**src/design/axi_rd_macros.svh**
```systemverilog
`ifndef AXI_RD_MACROS_SVH
`define AXI_RD_MACROS_SVH

// Bus widths
`define AXI_RD_DATA_WIDTH 64
`define AXI_RD_ADDR_WIDTH 32
`define AXI_RD_LEN_WIDTH 8
`define AXI_RD_SIZE_WIDTH 3
`define AXI_RD_RESP_WIDTH 2
`define AXI_RD_BURST_WIDTH 2

// Bus ID is {port index, cpu id}
`define AXI_RD_ID_WIDTH 4
`define AXI_RD_CPU_ID_WIDTH 3

// 0:1B 1:2B 2:4B 3:8B
`define AXI_RD_CPU_SIZE_WIDTH 2

// Engines on the shared port
`define AXI_RD_NUM_PORTS 2

// Encodings
`define AXI_RD_BURST_INCR 2'b01
`define AXI_RD_RESP_SLVERR 2'b10

`endif
```
**src/design/axi_rd_pkg.sv**
```systemverilog
`default_nettype none

`include "axi_rd_macros.svh"

package axi_rd_pkg;

	typedef logic [`AXI_RD_ADDR_WIDTH-1:0] addr_t;
	typedef logic [`AXI_RD_DATA_WIDTH-1:0] data_t;
	typedef logic [`AXI_RD_ID_WIDTH-1:0] axi_id_t; // Top bit selects the engine
	typedef logic [`AXI_RD_CPU_ID_WIDTH-1:0] cpu_id_t;
	typedef logic [`AXI_RD_LEN_WIDTH-1:0] len_t; // Beats minus one

	typedef logic [`AXI_RD_CPU_SIZE_WIDTH-1:0] cpu_size_t;
	typedef logic [`AXI_RD_SIZE_WIDTH-1:0] axi_size_t;
	typedef logic [`AXI_RD_RESP_WIDTH-1:0] resp_t;
	typedef logic [`AXI_RD_BURST_WIDTH-1:0] burst_t;

	typedef logic [$clog2(`AXI_RD_NUM_PORTS)-1:0] port_idx_t;

	// Engine FSM
	typedef enum logic [1:0] {
		READ_IDLE,
		READ_ADDR,
		READ_DATA
	} read_state_e;

endpackage

`default_nettype wire

```
**src/design/axi_read_top.sv**
```systemverilog
`timescale 1ns/1ps
`default_nettype none

`include "axi_rd_macros.svh"

module axi_read_top (
	input  wire                              clk,
	input  wire                              reset_n,
	// CPU ports
	input  wire [`AXI_RD_NUM_PORTS-1:0]      cpu_ar_valid_i,
	output logic [`AXI_RD_NUM_PORTS-1:0]     cpu_ar_ready_o,
	input  axi_rd_pkg::addr_t                cpu_addr_i [`AXI_RD_NUM_PORTS],
	input  axi_rd_pkg::cpu_size_t            cpu_size_i [`AXI_RD_NUM_PORTS],
	input  axi_rd_pkg::len_t                 cpu_len_i  [`AXI_RD_NUM_PORTS],
	input  axi_rd_pkg::cpu_id_t              cpu_id_i   [`AXI_RD_NUM_PORTS],
	output logic [`AXI_RD_NUM_PORTS-1:0]     cpu_r_valid_o,
	output axi_rd_pkg::data_t                cpu_r_data_o [`AXI_RD_NUM_PORTS],
	output axi_rd_pkg::resp_t                cpu_r_resp_o [`AXI_RD_NUM_PORTS],
	output axi_rd_pkg::cpu_id_t              cpu_r_id_o   [`AXI_RD_NUM_PORTS],
	output logic [`AXI_RD_NUM_PORTS-1:0]     cpu_r_last_o,
	// AXI master AR
	output logic                             m_ar_valid_o,
	input  wire                              m_ar_ready_i,
	output axi_rd_pkg::addr_t                m_ar_addr_o,
	output axi_rd_pkg::len_t                 m_ar_len_o,
	output axi_rd_pkg::axi_size_t            m_ar_size_o,
	output axi_rd_pkg::burst_t               m_ar_burst_o,
	output axi_rd_pkg::axi_id_t              m_ar_id_o,
	// AXI master R
	input  wire                              m_r_valid_i,
	output logic                             m_r_ready_o,
	input  axi_rd_pkg::data_t                m_r_data_i,
	input  axi_rd_pkg::resp_t                m_r_resp_i,
	input  wire                              m_r_last_i,
	input  axi_rd_pkg::axi_id_t              m_r_id_i
);

	import axi_rd_pkg::*;

	logic [`AXI_RD_NUM_PORTS-1:0] eng_ar_valid;
	logic [`AXI_RD_NUM_PORTS-1:0] eng_ar_ready;
	addr_t                        eng_ar_addr [`AXI_RD_NUM_PORTS];
	len_t                         eng_ar_len  [`AXI_RD_NUM_PORTS];
	axi_size_t                    eng_ar_size [`AXI_RD_NUM_PORTS];
	cpu_id_t                      eng_ar_id   [`AXI_RD_NUM_PORTS];
	logic [`AXI_RD_NUM_PORTS-1:0] eng_r_valid;
	logic [`AXI_RD_NUM_PORTS-1:0] eng_r_ready;

	for (genvar g = 0; g < `AXI_RD_NUM_PORTS; g++) begin : g_engine
		axi_read_engine u_axi_read_engine (
			.clk            (clk),
			.reset_n        (reset_n),
			.cpu_ar_valid_i (cpu_ar_valid_i[g]),
			.cpu_ar_ready_o (cpu_ar_ready_o[g]),
			.cpu_addr_i     (cpu_addr_i[g]),
			.cpu_size_i     (cpu_size_i[g]),
			.cpu_len_i      (cpu_len_i[g]),
			.cpu_id_i       (cpu_id_i[g]),
			.cpu_r_valid_o  (cpu_r_valid_o[g]),
			.cpu_r_data_o   (cpu_r_data_o[g]),
			.cpu_r_resp_o   (cpu_r_resp_o[g]),
			.cpu_r_id_o     (cpu_r_id_o[g]),
			.cpu_r_last_o   (cpu_r_last_o[g]),
			.ar_valid_o     (eng_ar_valid[g]),
			.ar_ready_i     (eng_ar_ready[g]),
			.ar_addr_o      (eng_ar_addr[g]),
			.ar_len_o       (eng_ar_len[g]),
			.ar_size_o      (eng_ar_size[g]),
			.ar_id_o        (eng_ar_id[g]),
			.r_valid_i      (eng_r_valid[g]),
			.r_ready_o      (eng_r_ready[g]),
			.r_data_i       (m_r_data_i), // Payload broadcast
			.r_resp_i       (m_r_resp_i),
			.r_last_i       (m_r_last_i)
		);
	end

	axi_ar_arbiter u_axi_ar_arbiter (
		.clk            (clk),
		.reset_n        (reset_n),
		.eng_ar_valid_i (eng_ar_valid),
		.eng_ar_ready_o (eng_ar_ready),
		.eng_ar_addr_i  (eng_ar_addr),
		.eng_ar_len_i   (eng_ar_len),
		.eng_ar_size_i  (eng_ar_size),
		.eng_ar_id_i    (eng_ar_id),
		.m_ar_valid_o   (m_ar_valid_o),
		.m_ar_ready_i   (m_ar_ready_i),
		.m_ar_addr_o    (m_ar_addr_o),
		.m_ar_len_o     (m_ar_len_o),
		.m_ar_size_o    (m_ar_size_o),
		.m_ar_id_o      (m_ar_id_o),
		.m_ar_burst_o   (m_ar_burst_o)
	);

	axi_r_router u_axi_r_router (
		.m_r_valid_i   (m_r_valid_i),
		.m_r_ready_o   (m_r_ready_o),
		.m_r_id_i      (m_r_id_i),
		.eng_r_valid_o (eng_r_valid),
		.eng_r_ready_i (eng_r_ready)
	);

endmodule

`default_nettype wire

```
**src/design/axi_r_router.sv**
```systemverilog
`timescale 1ns/1ps
`default_nettype none

`include "axi_rd_macros.svh"

module axi_r_router (
	// Shared R handshake
	input  wire                          m_r_valid_i,
	output logic                         m_r_ready_o,
	input  axi_rd_pkg::axi_id_t          m_r_id_i,
	// Per-engine R handshake
	output logic [`AXI_RD_NUM_PORTS-1:0] eng_r_valid_o,
	input  wire [`AXI_RD_NUM_PORTS-1:0]  eng_r_ready_i
);

	import axi_rd_pkg::*;

	port_idx_t dest;

	// Upper ID bits name the engine
	assign dest = m_r_id_i[$bits(axi_id_t)-1 -: $bits(port_idx_t)];

	always_comb begin
		for (int i = 0; i < `AXI_RD_NUM_PORTS; i++) begin
			eng_r_valid_o[i] = m_r_valid_i && (dest == port_idx_t'(i));
		end
	end

	// Bus sees only the addressed engine
	assign m_r_ready_o = eng_r_ready_i[dest];

endmodule

`default_nettype wire

```
**src/design/axi_ar_arbiter.sv**
```systemverilog
`timescale 1ns/1ps
`default_nettype none

`include "axi_rd_macros.svh"

module axi_ar_arbiter (
	input  wire                              clk,
	input  wire                              reset_n,
	// Engine AR channels
	input  wire [`AXI_RD_NUM_PORTS-1:0]      eng_ar_valid_i,
	output logic [`AXI_RD_NUM_PORTS-1:0]     eng_ar_ready_o,
	input  axi_rd_pkg::addr_t                eng_ar_addr_i [`AXI_RD_NUM_PORTS],
	input  axi_rd_pkg::len_t                 eng_ar_len_i  [`AXI_RD_NUM_PORTS],
	input  axi_rd_pkg::axi_size_t            eng_ar_size_i [`AXI_RD_NUM_PORTS],
	input  axi_rd_pkg::cpu_id_t              eng_ar_id_i   [`AXI_RD_NUM_PORTS],
	// Shared AR channel
	output logic                             m_ar_valid_o,
	input  wire                              m_ar_ready_i,
	output axi_rd_pkg::addr_t                m_ar_addr_o,
	output axi_rd_pkg::len_t                 m_ar_len_o,
	output axi_rd_pkg::axi_size_t            m_ar_size_o,
	output axi_rd_pkg::axi_id_t              m_ar_id_o,
	output axi_rd_pkg::burst_t               m_ar_burst_o
);

	import axi_rd_pkg::*;

	port_idx_t last_q; // Last port served
	logic      lock_q;
	port_idx_t lock_idx_q;

	port_idx_t pick;
	logic      found;
	port_idx_t sel;

	// Search starts one past the last winner
	always_comb begin
		port_idx_t cand;
		pick  = last_q;
		found = 1'b0;
		for (int k = 1; k <= `AXI_RD_NUM_PORTS; k++) begin
			cand = port_idx_t'((int'(last_q) + k) % `AXI_RD_NUM_PORTS);
			if (!found && eng_ar_valid_i[cand]) begin
				pick  = cand;
				found = 1'b1;
			end
		end
	end

	assign sel = lock_q ? lock_idx_q : pick;

	always_ff @(posedge clk) begin
		if (!reset_n) begin
			last_q <= port_idx_t'(`AXI_RD_NUM_PORTS - 1); // Port 0 goes first
			lock_q <= 1'b0;
		end else if (m_ar_valid_o && m_ar_ready_i) begin
			last_q <= sel;
			lock_q <= 1'b0;
		end else if (m_ar_valid_o) begin
			lock_q <= 1'b1; // Stalled, keep this winner
		end
	end

	always_ff @(posedge clk) begin
		if (m_ar_valid_o && !lock_q) lock_idx_q <= sel;
	end

	always_comb begin
		for (int i = 0; i < `AXI_RD_NUM_PORTS; i++) begin
			eng_ar_ready_o[i] = m_ar_ready_i && (sel == port_idx_t'(i));
		end
	end

	assign m_ar_valid_o = eng_ar_valid_i[sel];
	assign m_ar_addr_o  = eng_ar_addr_i[sel];
	assign m_ar_len_o   = eng_ar_len_i[sel];
	assign m_ar_size_o  = eng_ar_size_i[sel];
	assign m_ar_id_o    = {sel, eng_ar_id_i[sel]}; // Port index on top
	assign m_ar_burst_o = `AXI_RD_BURST_INCR;

endmodule

`default_nettype wire

```
**src/design/axi_read_engine.sv**
```systemverilog
`timescale 1ns/1ps
`default_nettype none

module axi_read_engine (
	input  wire                   clk,
	input  wire                   reset_n,
	// CPU request
	input  wire                   cpu_ar_valid_i,
	output logic                  cpu_ar_ready_o,
	input  axi_rd_pkg::addr_t     cpu_addr_i,
	input  axi_rd_pkg::cpu_size_t cpu_size_i,
	input  axi_rd_pkg::len_t      cpu_len_i,
	input  axi_rd_pkg::cpu_id_t   cpu_id_i,
	// CPU read data, no back-pressure
	output logic                  cpu_r_valid_o,
	output axi_rd_pkg::data_t     cpu_r_data_o,
	output axi_rd_pkg::resp_t     cpu_r_resp_o,
	output axi_rd_pkg::cpu_id_t   cpu_r_id_o,
	output logic                  cpu_r_last_o,
	// AXI AR
	output logic                  ar_valid_o,
	input  wire                   ar_ready_i,
	output axi_rd_pkg::addr_t     ar_addr_o,
	output axi_rd_pkg::len_t      ar_len_o,
	output axi_rd_pkg::axi_size_t ar_size_o,
	output axi_rd_pkg::cpu_id_t   ar_id_o,
	// AXI R
	input  wire                   r_valid_i,
	output logic                  r_ready_o,
	input  axi_rd_pkg::data_t     r_data_i,
	input  axi_rd_pkg::resp_t     r_resp_i,
	input  wire                   r_last_i
);

	import axi_rd_pkg::*;

	read_state_e state_q;
	read_state_e state_d;

	addr_t     addr_q;
	cpu_size_t size_q;
	len_t      len_q;
	cpu_id_t   id_q;

	logic req_hs;
	logic ar_hs;
	logic r_hs;

	logic [3:0] byte_lo; // First kept lane
	logic [3:0] byte_hi; // One past the last kept lane
	data_t      lane_mask;

	assign cpu_ar_ready_o = (state_q == READ_IDLE);
	assign ar_valid_o     = (state_q == READ_ADDR);
	assign r_ready_o      = (state_q == READ_DATA);

	assign req_hs = cpu_ar_valid_i & cpu_ar_ready_o;
	assign ar_hs  = ar_valid_o & ar_ready_i;
	assign r_hs   = r_valid_i & r_ready_o;

	always_ff @(posedge clk) begin
		if (!reset_n) begin
			state_q <= READ_IDLE;
		end else begin
			state_q <= state_d;
		end
	end

	always_comb begin
		state_d = state_q;
		case (state_q)
			READ_IDLE: if (req_hs) state_d = READ_ADDR;
			READ_ADDR: if (ar_hs) state_d = READ_DATA;
			READ_DATA: if (r_hs && r_last_i) state_d = READ_IDLE;
			default:   state_d = READ_IDLE;
		endcase
	end

	// Request fields held for the whole burst
	always_ff @(posedge clk) begin
		if (req_hs) begin
			addr_q <= cpu_addr_i;
			size_q <= cpu_size_i;
			len_q  <= cpu_len_i;
			id_q   <= cpu_id_i;
		end
	end

	assign ar_addr_o = {addr_q[$bits(addr_t)-1:3], 3'b000}; // Word aligned
	assign ar_len_o  = len_q;
	assign ar_size_o = axi_size_t'(size_q); // log2 of the byte count
	assign ar_id_o   = id_q;

	assign byte_lo = {1'b0, addr_q[2:0]};
	assign byte_hi = byte_lo + (4'd1 << size_q);

	always_comb begin
		for (int i = 0; i < $bits(data_t) / 8; i++) begin
			lane_mask[i*8 +: 8] = (4'(i) >= byte_lo && 4'(i) < byte_hi) ? 8'hff : 8'h00;
		end
	end

	always_ff @(posedge clk) begin
		if (!reset_n) begin
			cpu_r_valid_o <= 1'b0;
		end else begin
			cpu_r_valid_o <= r_hs; // One pulse per beat
		end
	end

	always_ff @(posedge clk) begin
		if (r_hs) begin
			cpu_r_data_o <= r_data_i & lane_mask;
			cpu_r_resp_o <= r_resp_i;
			cpu_r_id_o   <= id_q;
			cpu_r_last_o <= r_last_i;
		end
	end

endmodule

`default_nettype wire

```
**config.mk**
```make
export PLATFORM = sky130hd
export DESIGN_NAME = axi_read_top
export DESIGN_NICKNAME = d
export VERILOG_FILES = /design/src/design/axi_rd_pkg.sv /design/src/design/axi_read_top.sv /design/src/design/axi_r_router.sv /design/src/design/axi_ar_arbiter.sv /design/src/design/axi_read_engine.sv
export VERILOG_INCLUDE_DIRS = /design/src /design/src/design
export SDC_FILE = /design/constraint.sdc
export NUM_CORES = 1
export LEC_CHECK = 0
export ABC_CLOCK_PERIOD_IN_PS = 8400
export BUFFER_PORTS_ARGS = -buffer_cell sky130_fd_sc_hd__buf_4
export CELL_PAD_IN_SITES_DETAIL_PLACEMENT = 1
export CELL_PAD_IN_SITES_GLOBAL_PLACEMENT = 1
export CORE_UTILIZATION = 30
export DETAILED_ROUTE_END_ITERATION = 16
export PLACE_DENSITY = 0.75
export SETUP_SLACK_MARGIN = 0.3
export SYNTH_ARGS = -nofsm -noshare
export SYNTH_HDL_FRONTEND = slang
export SYNTH_SLANG_ARGS = --single-unit
```
**constraint.sdc**
```tcl
create_clock -name clk -period 8.4 [get_ports clk]
set_clock_uncertainty 0.15 [all_clocks]
set_input_delay 2.1 -clock clk [delete_from_list [all_inputs] [get_ports clk]]
set_output_delay 2.1 -clock clk [all_outputs]
set_load 0.005 [all_outputs]
```
## Yosys cells after proc, flatten, opt, wreduce, memory -nomap -nowiden

Index checks and enable logic that the tools add are counted.

| word-level totals | value |
|---|---|
| register bits after elaboration | 239 |
| word-level logic and storage cells | 168 |
| output and inout port bits | 195 |

| operators by class | value |
|---|---|
| shift operators | 2 |
| bitwise operators | 12 |
| magnitude comparators | 37 |
| equal/unequal tests | 10 |
| reduce and logical (&&, ||, !) cells | 32 |
| $add $sub $neg | 4 |
| mux-type cells | 48 |

Operators by type and width:

| kind | number |
|---|---|
| 2-to-1 mux 8 bit | 19 |
| bitwise AND 64 bit | 2 |
| 2-to-1 mux 32 bit | 3 |
| less-than comparator 3 x 4 -> 1 bit (first input constant) | 8 |
| logical AND 1 bit | 25 |
| >= comparator 3 bit (first input constant) | 8 |
| less-than comparator 1 x 4 -> 1 bit (first input constant) | 4 |
| less-than comparator 2 x 4 -> 1 bit (first input constant) | 4 |
| 2-to-1 mux 3 bit | 5 |
| 2-to-1 mux 2 bit | 7 |
| >= comparator 1 x 3 -> 1 bit (first input constant) | 4 |
| >= comparator 2 x 3 -> 1 bit (first input constant) | 4 |
| 2-to-1 mux 1 bit | 12 |
| inequality test 2 bit (second input constant) | 6 |
| one-hot mux 2 bit (3 select lines) | 2 |
| adder 3 x 4 -> 4 bit | 2 |
| less-than comparator 1 x 2 -> 1 bit (second input constant) | 4 |
| << shifter 1 x 2 -> 4 bit (first input constant) | 2 |
| bitwise AND 1 bit | 6 |
| AND reduction 3 bit | 2 |
| == test 2 x 1 -> 1 bit (second input constant) | 2 |
| == test 2 bit (second input constant) | 2 |
| zero test 2 bit | 2 |
| inverter 1 bit | 3 |
| 5 further kinds | 7 |

## Depth between registers and ports, before layout

| logic depth | value |
|---|---|
| depth in word-level cells | 13 |
| mapped depth | 8 |
| mapped depth without buffers | 8 |

## By module

A second synthesis with hierarchy kept.

| unflattened totals | value |
|---|---|
| cell total of the unflattened synthesis | 639 |
| area total of the unflattened synthesis | 10043.4 µm² |

By module, submodules not included:

| module | area an instance (µm²) | cells each | times used | seq. area each (µm²) |
|---|---|---|---|---|
| axi_read_engine | 4598.2 | 279 | 2 | 3513.4 |
| axi_ar_arbiter | 815.8 | 78 | 1 | 70.1 |
| axi_r_router | 31.3 | 3 | 1 | 0.0 |

## Least setup slack after synthesis

No wires, ideal clock.

| timing | value |
|---|---|
| kind | input to register |
| from | input port m_r_id_i[3] |
| to | register g_engine[0].u_axi_read_engine.cpu_r_data_o[0] (enable) |
| path slack | 2.561 ns |
| arrival time | 5.191 ns |
| cell stages on the path | 2 |
| data required time | 7.752 ns |
| path through | nand2b_1 nor2_1 |

| between the ends | value |
|---|---|
| cells in the longest elaborated chain, start to end | 3 |

RTL lines:

| what | RTL line | source |
|---|---|---|
| start: declaration | axi_read_top.sv:35 | `input axi_rd_pkg::axi_id_t m_r_id_i` |
| inverter 1 bit | axi_r_router.sv:25 | `eng_r_valid_o[i] = m_r_valid_i && (dest == port_idx_t'(i));` |
| logical AND 1 bit | axi_r_router.sv:25 |  |
| bitwise AND 1 bit | axi_read_engine.sv:59 | `assign r_hs = r_valid_i & r_ready_o;` |
| net g_engine[0].u_axi_read_engine.r_hs | axi_read_engine.sv:47 | `logic r_hs;` |
| end signal: assignment | axi_read_engine.sv:113 | `cpu_r_data_o <= r_data_i & lane_mask;` |
| end: declaration | axi_read_engine.sv:16 | `output axi_rd_pkg::data_t cpu_r_data_o,` |

The timed path passes the listed nets, and every way through them passes these cells.
A chain may end at the register's enable or synchronous reset.

## Worst setup path after layout

| timing | value |
|---|---|
| from | register g_engine[0].u_axi_read_engine.state_q[1] |
| to | output port m_ar_size_o[1] |

| between the ends | value |
|---|---|
| cells in the longest elaborated chain, start to end | 12 |
| elaborated cells between the ends (all ways) | 15 |
| classes of those cells | eq/ne: 1; mux: 11; bitwise: 1; reduce/logical: 2 |

RTL lines:

| what | RTL line | source |
|---|---|---|
| start: declaration | axi_read_engine.sv:37 | `read_state_e state_q;` |
| start signal: assignment | axi_read_engine.sv:65 | `state_q <= state_d;` |
| == test 2 x 1 -> 1 bit (*) | axi_read_engine.sv:54 | `assign ar_valid_o = (state_q == READ_ADDR);` |
| 2-to-1 mux 1 bit (implied by the code) (2 in a row) | axi_ar_arbiter.sv:43 | `if (!found && eng_ar_valid_i[cand]) begin` |
| 2-to-1 mux 1 bit | axi_ar_arbiter.sv:43 |  |
| zero test 1 bit | axi_ar_arbiter.sv:43 |  |
| logical AND 1 bit | axi_ar_arbiter.sv:43 |  |
| 2-to-1 mux 1 bit (*) | axi_ar_arbiter.sv:43 |  |
| 2-to-1 mux 1 bit (*) | axi_ar_arbiter.sv:50 | `assign sel = lock_q ? lock_idx_q : pick;` |
| inverter 1 -> 2 bit (implied by the code) (*) | axi_ar_arbiter.sv:77 | `assign m_ar_size_o = eng_ar_size_i[sel];` |
| 2-to-1 mux 2 bit (implied by the code) (*) | axi_ar_arbiter.sv:77 |  |
| 2-to-1 mux 3 bit (implied by the code) (*) (2 in a row) | axi_ar_arbiter.sv:77 |  |
| end: declaration | axi_read_top.sv:26 | `output axi_rd_pkg::axi_size_t m_ar_size_o,` |

Mark *: on every way between the ends. The rest lies on a longest branch, timed or not. The select of a mux whose other input is x is not followed.

==> impl_results.md <==
* Status: complete, no violations
* Die Area at 33100 sq um
* CTS tree: built
* Seq/Total Area, Yosys at 73.2%
* IO buf count at 352
* Comb pwr share at 14.0%
* Power consumption at 2930 uW
* Worst-Margin Slew at 1.06 ns
* Reg area at 7100 sq um
* First-pass GRT wire length at 41.6 mm
* Post-placement setup slack at 3.59 ns
* Startpoint types: register
* Internal power at 2240 uW
* Maximum VDD drop at 147 uV
* H-tree levels at 1
* Synth cell types at 43
* Placed Instances at 1348
* Async set-reset flop share out of synthesis at 0%
* Root Driver: clkbuf_16
* GRT Resource Usage Total at 16.5%
* Syn Std Cell Area at 9700 sq um
* Worst min path class: reg2reg
* Worst EP required at 6.15 ns
* Number of cell rows at 65
* WL final at 28.1 mm
* Largest cells by area after synthesis: edfxtp_1 (72%), mux2_4 (5.6%), and3_1 (3.1%)
* Setup bufs post-CTS at 0
* CP most frequent cell: buf_4
* PwrDens at 216 nW/um^2
* Dpl hpwl at 20.2 mm
* Fmax at 207 MHz
* CP cell instances: nand4bb_1 -> o311a_2 -> buf_4 -> mux2_2 -> buf_4
* Area leader, netlist: edfxtp_1
* Max Cap Viol at 0
* Pleak at 0.00566 uW
* Max-slew violation count at 0
* Final hold violation count at 0
* CP Max Fanout at 47
* Area grow syn2layout at 39.5%
* Area used by multi-input combinational logic at 2370 sq um
* Drt wl/cell at 20.1 um
* Final Non-Filler Cells at 1398
* Unrepaired setup endpoints after global routing: no
* Vias per cell at 4.58
* Via count at 6404
* Ys flop type: edfxtp_1
* Initial antenna violation count at 0
* PnR worst setup slack at 3.56 ns
* Critical path's largest stage delay at 0.61 ns
* DRT antenna net count at 0
* Die height at 182 um
* DRC violation count after routing at 0
* FF+latch count, synth at 239
* Clock sinks at 239
* Worst Setup End Kind: output pin
* Vias in the first global route at 6996
* Largest net degree at the start of global routing at 64
* Share of the synthesized area in the top cell type at 71.5%
* Shortest period the worst path allows at 4.84 ns
* Setup TNS Final at 0 ns
* Cells after Synth at 613
* First-pass DRT Iterations at 4
* Ys Warns at 0
* Fill cell count at 3306
* Core area at 31700 sq um
* Final Cycle Share at 57.6%
* EDFF count, synth at 231
* Ports at 362
* Clock share of power at 38.6%
* Slowest cell on crit path: buf_4
* Clk Latency, worst-skew pair at 0.54 ns
* Die width at 182 um
* CP arrival at 2.59 ns
* Num CTS Buffers at 27
* GRT overflow at 0
* Relative slew slack at 29.3%
* Hold-fix buffers, CTS at 0
* Post-cts sizing count at 0
* Starting Density at 30.6%
* NetSw at 690 uW
* Avg Cell Area, Syn at 15.8 sq um
* GP Congestion at 0.795
* Clk slew on worst S/H paths at 0.06 ns
* Final setup fails at 0
* Sw Share at 23.6%
* Share of cells above drive strength 1 at 45.6%
* CTS max path bufs at 3
* Initial detailed-routing violation count at 258
* # nets final at 1150
* Seq pwr share at 47.5%
* Diodes inserted at 0
* Setup CP Type: reg2out
per-layer routing:
| metal | up-vias | part of all wire (%) | global-route usage, % |
|---|---|---|---|
| met3 | 33 | 9.7 | 5.72 |
| met2 | 305 | 49 | 29.3 |
| li1 | 2997 | - | - |
| met1 | 3069 | 39 | 18.8 |
| met5 | - | 0 | 0 |
| met4 | 0 | 2.0 | 4.47 |
cell usage after synthesis (2+ instances only):
| cell | n |
|---|---|
| clkbuf_1 | 10 |
| nor2_1 | 49 |
| and3_1 | 48 |
| nand2_1 | 62 |
| edfxtp_1 | 231 |
| a31oi_1 | 2 |
| fa_1 | 2 |
| conb_1 | 2 |
| buf_4 | 13 |
| dfxtp_1 | 8 |
| o211a_1 | 2 |
| a21o_1 | 4 |
| a21oi_2 | 6 |
| nand2b_1 | 6 |
| or2_2 | 2 |
| mux2i_2 | 2 |
| and2_1 | 24 |
| o21ai_1 | 2 |
| a21oi_1 | 18 |
| o311a_1 | 2 |
| nor4bb_1 | 16 |
| nand4_1 | 3 |
| o22ai_1 | 2 |
| o21ai_0 | 2 |
| nand3_1 | 13 |
| ha_1 | 6 |
| nor2b_1 | 5 |
| inv_1 | 11 |
| o2bb2ai_1 | 2 |
| nand2_2 | 2 |
| mux2_4 | 36 |
| xor2_2 | 2 |
| buf_12 | 3 |
| mux2_2 | 6 |
power by group through the flow:
stage                     Combinational (uW)  Clock [uW]  Sequential (uW)
final                                    409        1130             1390
after global routing                     446        1200             1390
after CTS                                417        1160             1390
after detailed placement                 414           0             1420
after global placement                   400           0             1410
after floorplan                          234           0             1410
kinds of logic after synthesis:
| family | after synthesis | synth area share, % |
|---|---|---|
| AOI/OAI and AO/OA | 43 | 2.92 |
| xor gates and xnor gates | 2 | 0.335 |
| adders and majority gates | 8 | 1.19 |
| buffers and inverters | 39 | 2.71 |
| DFF | 239 | 73.2 |
| muxes | 44 | 6.55 |
| other | 2 | 0.0774 |
| and+or+nand+nor | 236 | 13.1 |
final timing paths:
path	startpoint	end	slack (ns)	cells past startpoint
max	g_engine[0].u_axi_read_engine.state_q[1]	m_ar_size_o[1]	3.56	5
min	g_engine[1].u_axi_read_engine.ar_id_o[2]	g_engine[1].u_axi_read_engine.cpu_r_id_o[2]	0.29	0
max reg2reg	g_engine[1].u_axi_read_engine.addr_q[0]	g_engine[1].u_axi_read_engine.cpu_r_data_o[1]	5.42	7
min reg2reg	g_engine[1].u_axi_read_engine.ar_id_o[2]	g_engine[1].u_axi_read_engine.cpu_r_id_o[2]	0.29	0
area by class of cell:
type / count / share of cell area [%]
Inverter: 11 / 0.305
Tap cell: 402 / 3.72
Multi-Input combinational cell: 339 / 17.5
Timing Repair Buffer: 357 / 19.8
Clock inverter: 10 / 0.749
Sequential cell: 239 / 52.5
Clock buffer: 40 / 5.43
sequential cells by signal, summed over array words and instances, names as in the netlist, 2 cells and up:
name	cells
g_engine.u_axi_read_engine.cpu_r_last_o	2
g_engine.u_axi_read_engine.ar_id_o	6
g_engine.u_axi_read_engine.ar_len_o	16
g_engine.u_axi_read_engine.cpu_r_resp_o	4
g_engine.u_axi_read_engine.state_q	4
g_engine.u_axi_read_engine.addr_q	64
g_engine.u_axi_read_engine.cpu_r_valid_o	2
g_engine.u_axi_read_engine.cpu_r_id_o	6
g_engine.u_axi_read_engine.size_q	4
g_engine.u_axi_read_engine.cpu_r_data_o	128
critical path: cells and delay by family (launching register included):
family | cells | cell delay (ns)
AO/OA/AOI/OAI | 1 | 0.18
buffers and inverters | 2 | 0.75
flip-flops | 1 | 0.46
AND/OR/NAND/NOR | 1 | 0.20
multiplexers | 1 | 0.41
layout by cell type (no fill, tap or decap), types with 3 or more instances in the layout:
| cell type | n |
|---|---|
| nand4_1 | 3 |
| mux2_2 | 6 |
| nand2_1 | 62 |
| a21o_1 | 4 |
| nor2_1 | 48 |
| clkbuf_1 | 12 |
| conb_1 | 6 |
| nand2b_1 | 6 |
| a21oi_2 | 6 |
| nor2b_1 | 5 |
| nor4bb_1 | 16 |
| mux2_4 | 36 |
| and3_1 | 48 |
| clkbuf_16 | 27 |
| and2_1 | 22 |
| inv_1 | 11 |
| ha_1 | 6 |
| a21oi_1 | 18 |
| nand3_1 | 13 |
| clkinv_1 | 4 |
| buf_4 | 357 |
| dfxtp_1 | 8 |
| edfxtp_1 | 231 |
through the flow:
stage	instance area (sq um)	hold WS (ns)	utilization, %
floorplan	9720	0.270	-
detailed placement	12700	0.279	40.0
CTS	13500	0.276	42.7
global placement	12700	0.281	40.0
global route	13500	0.302	42.7
finish	13500	0.286	42.7
No activity file was read; power rests on OpenSTA's default activity.
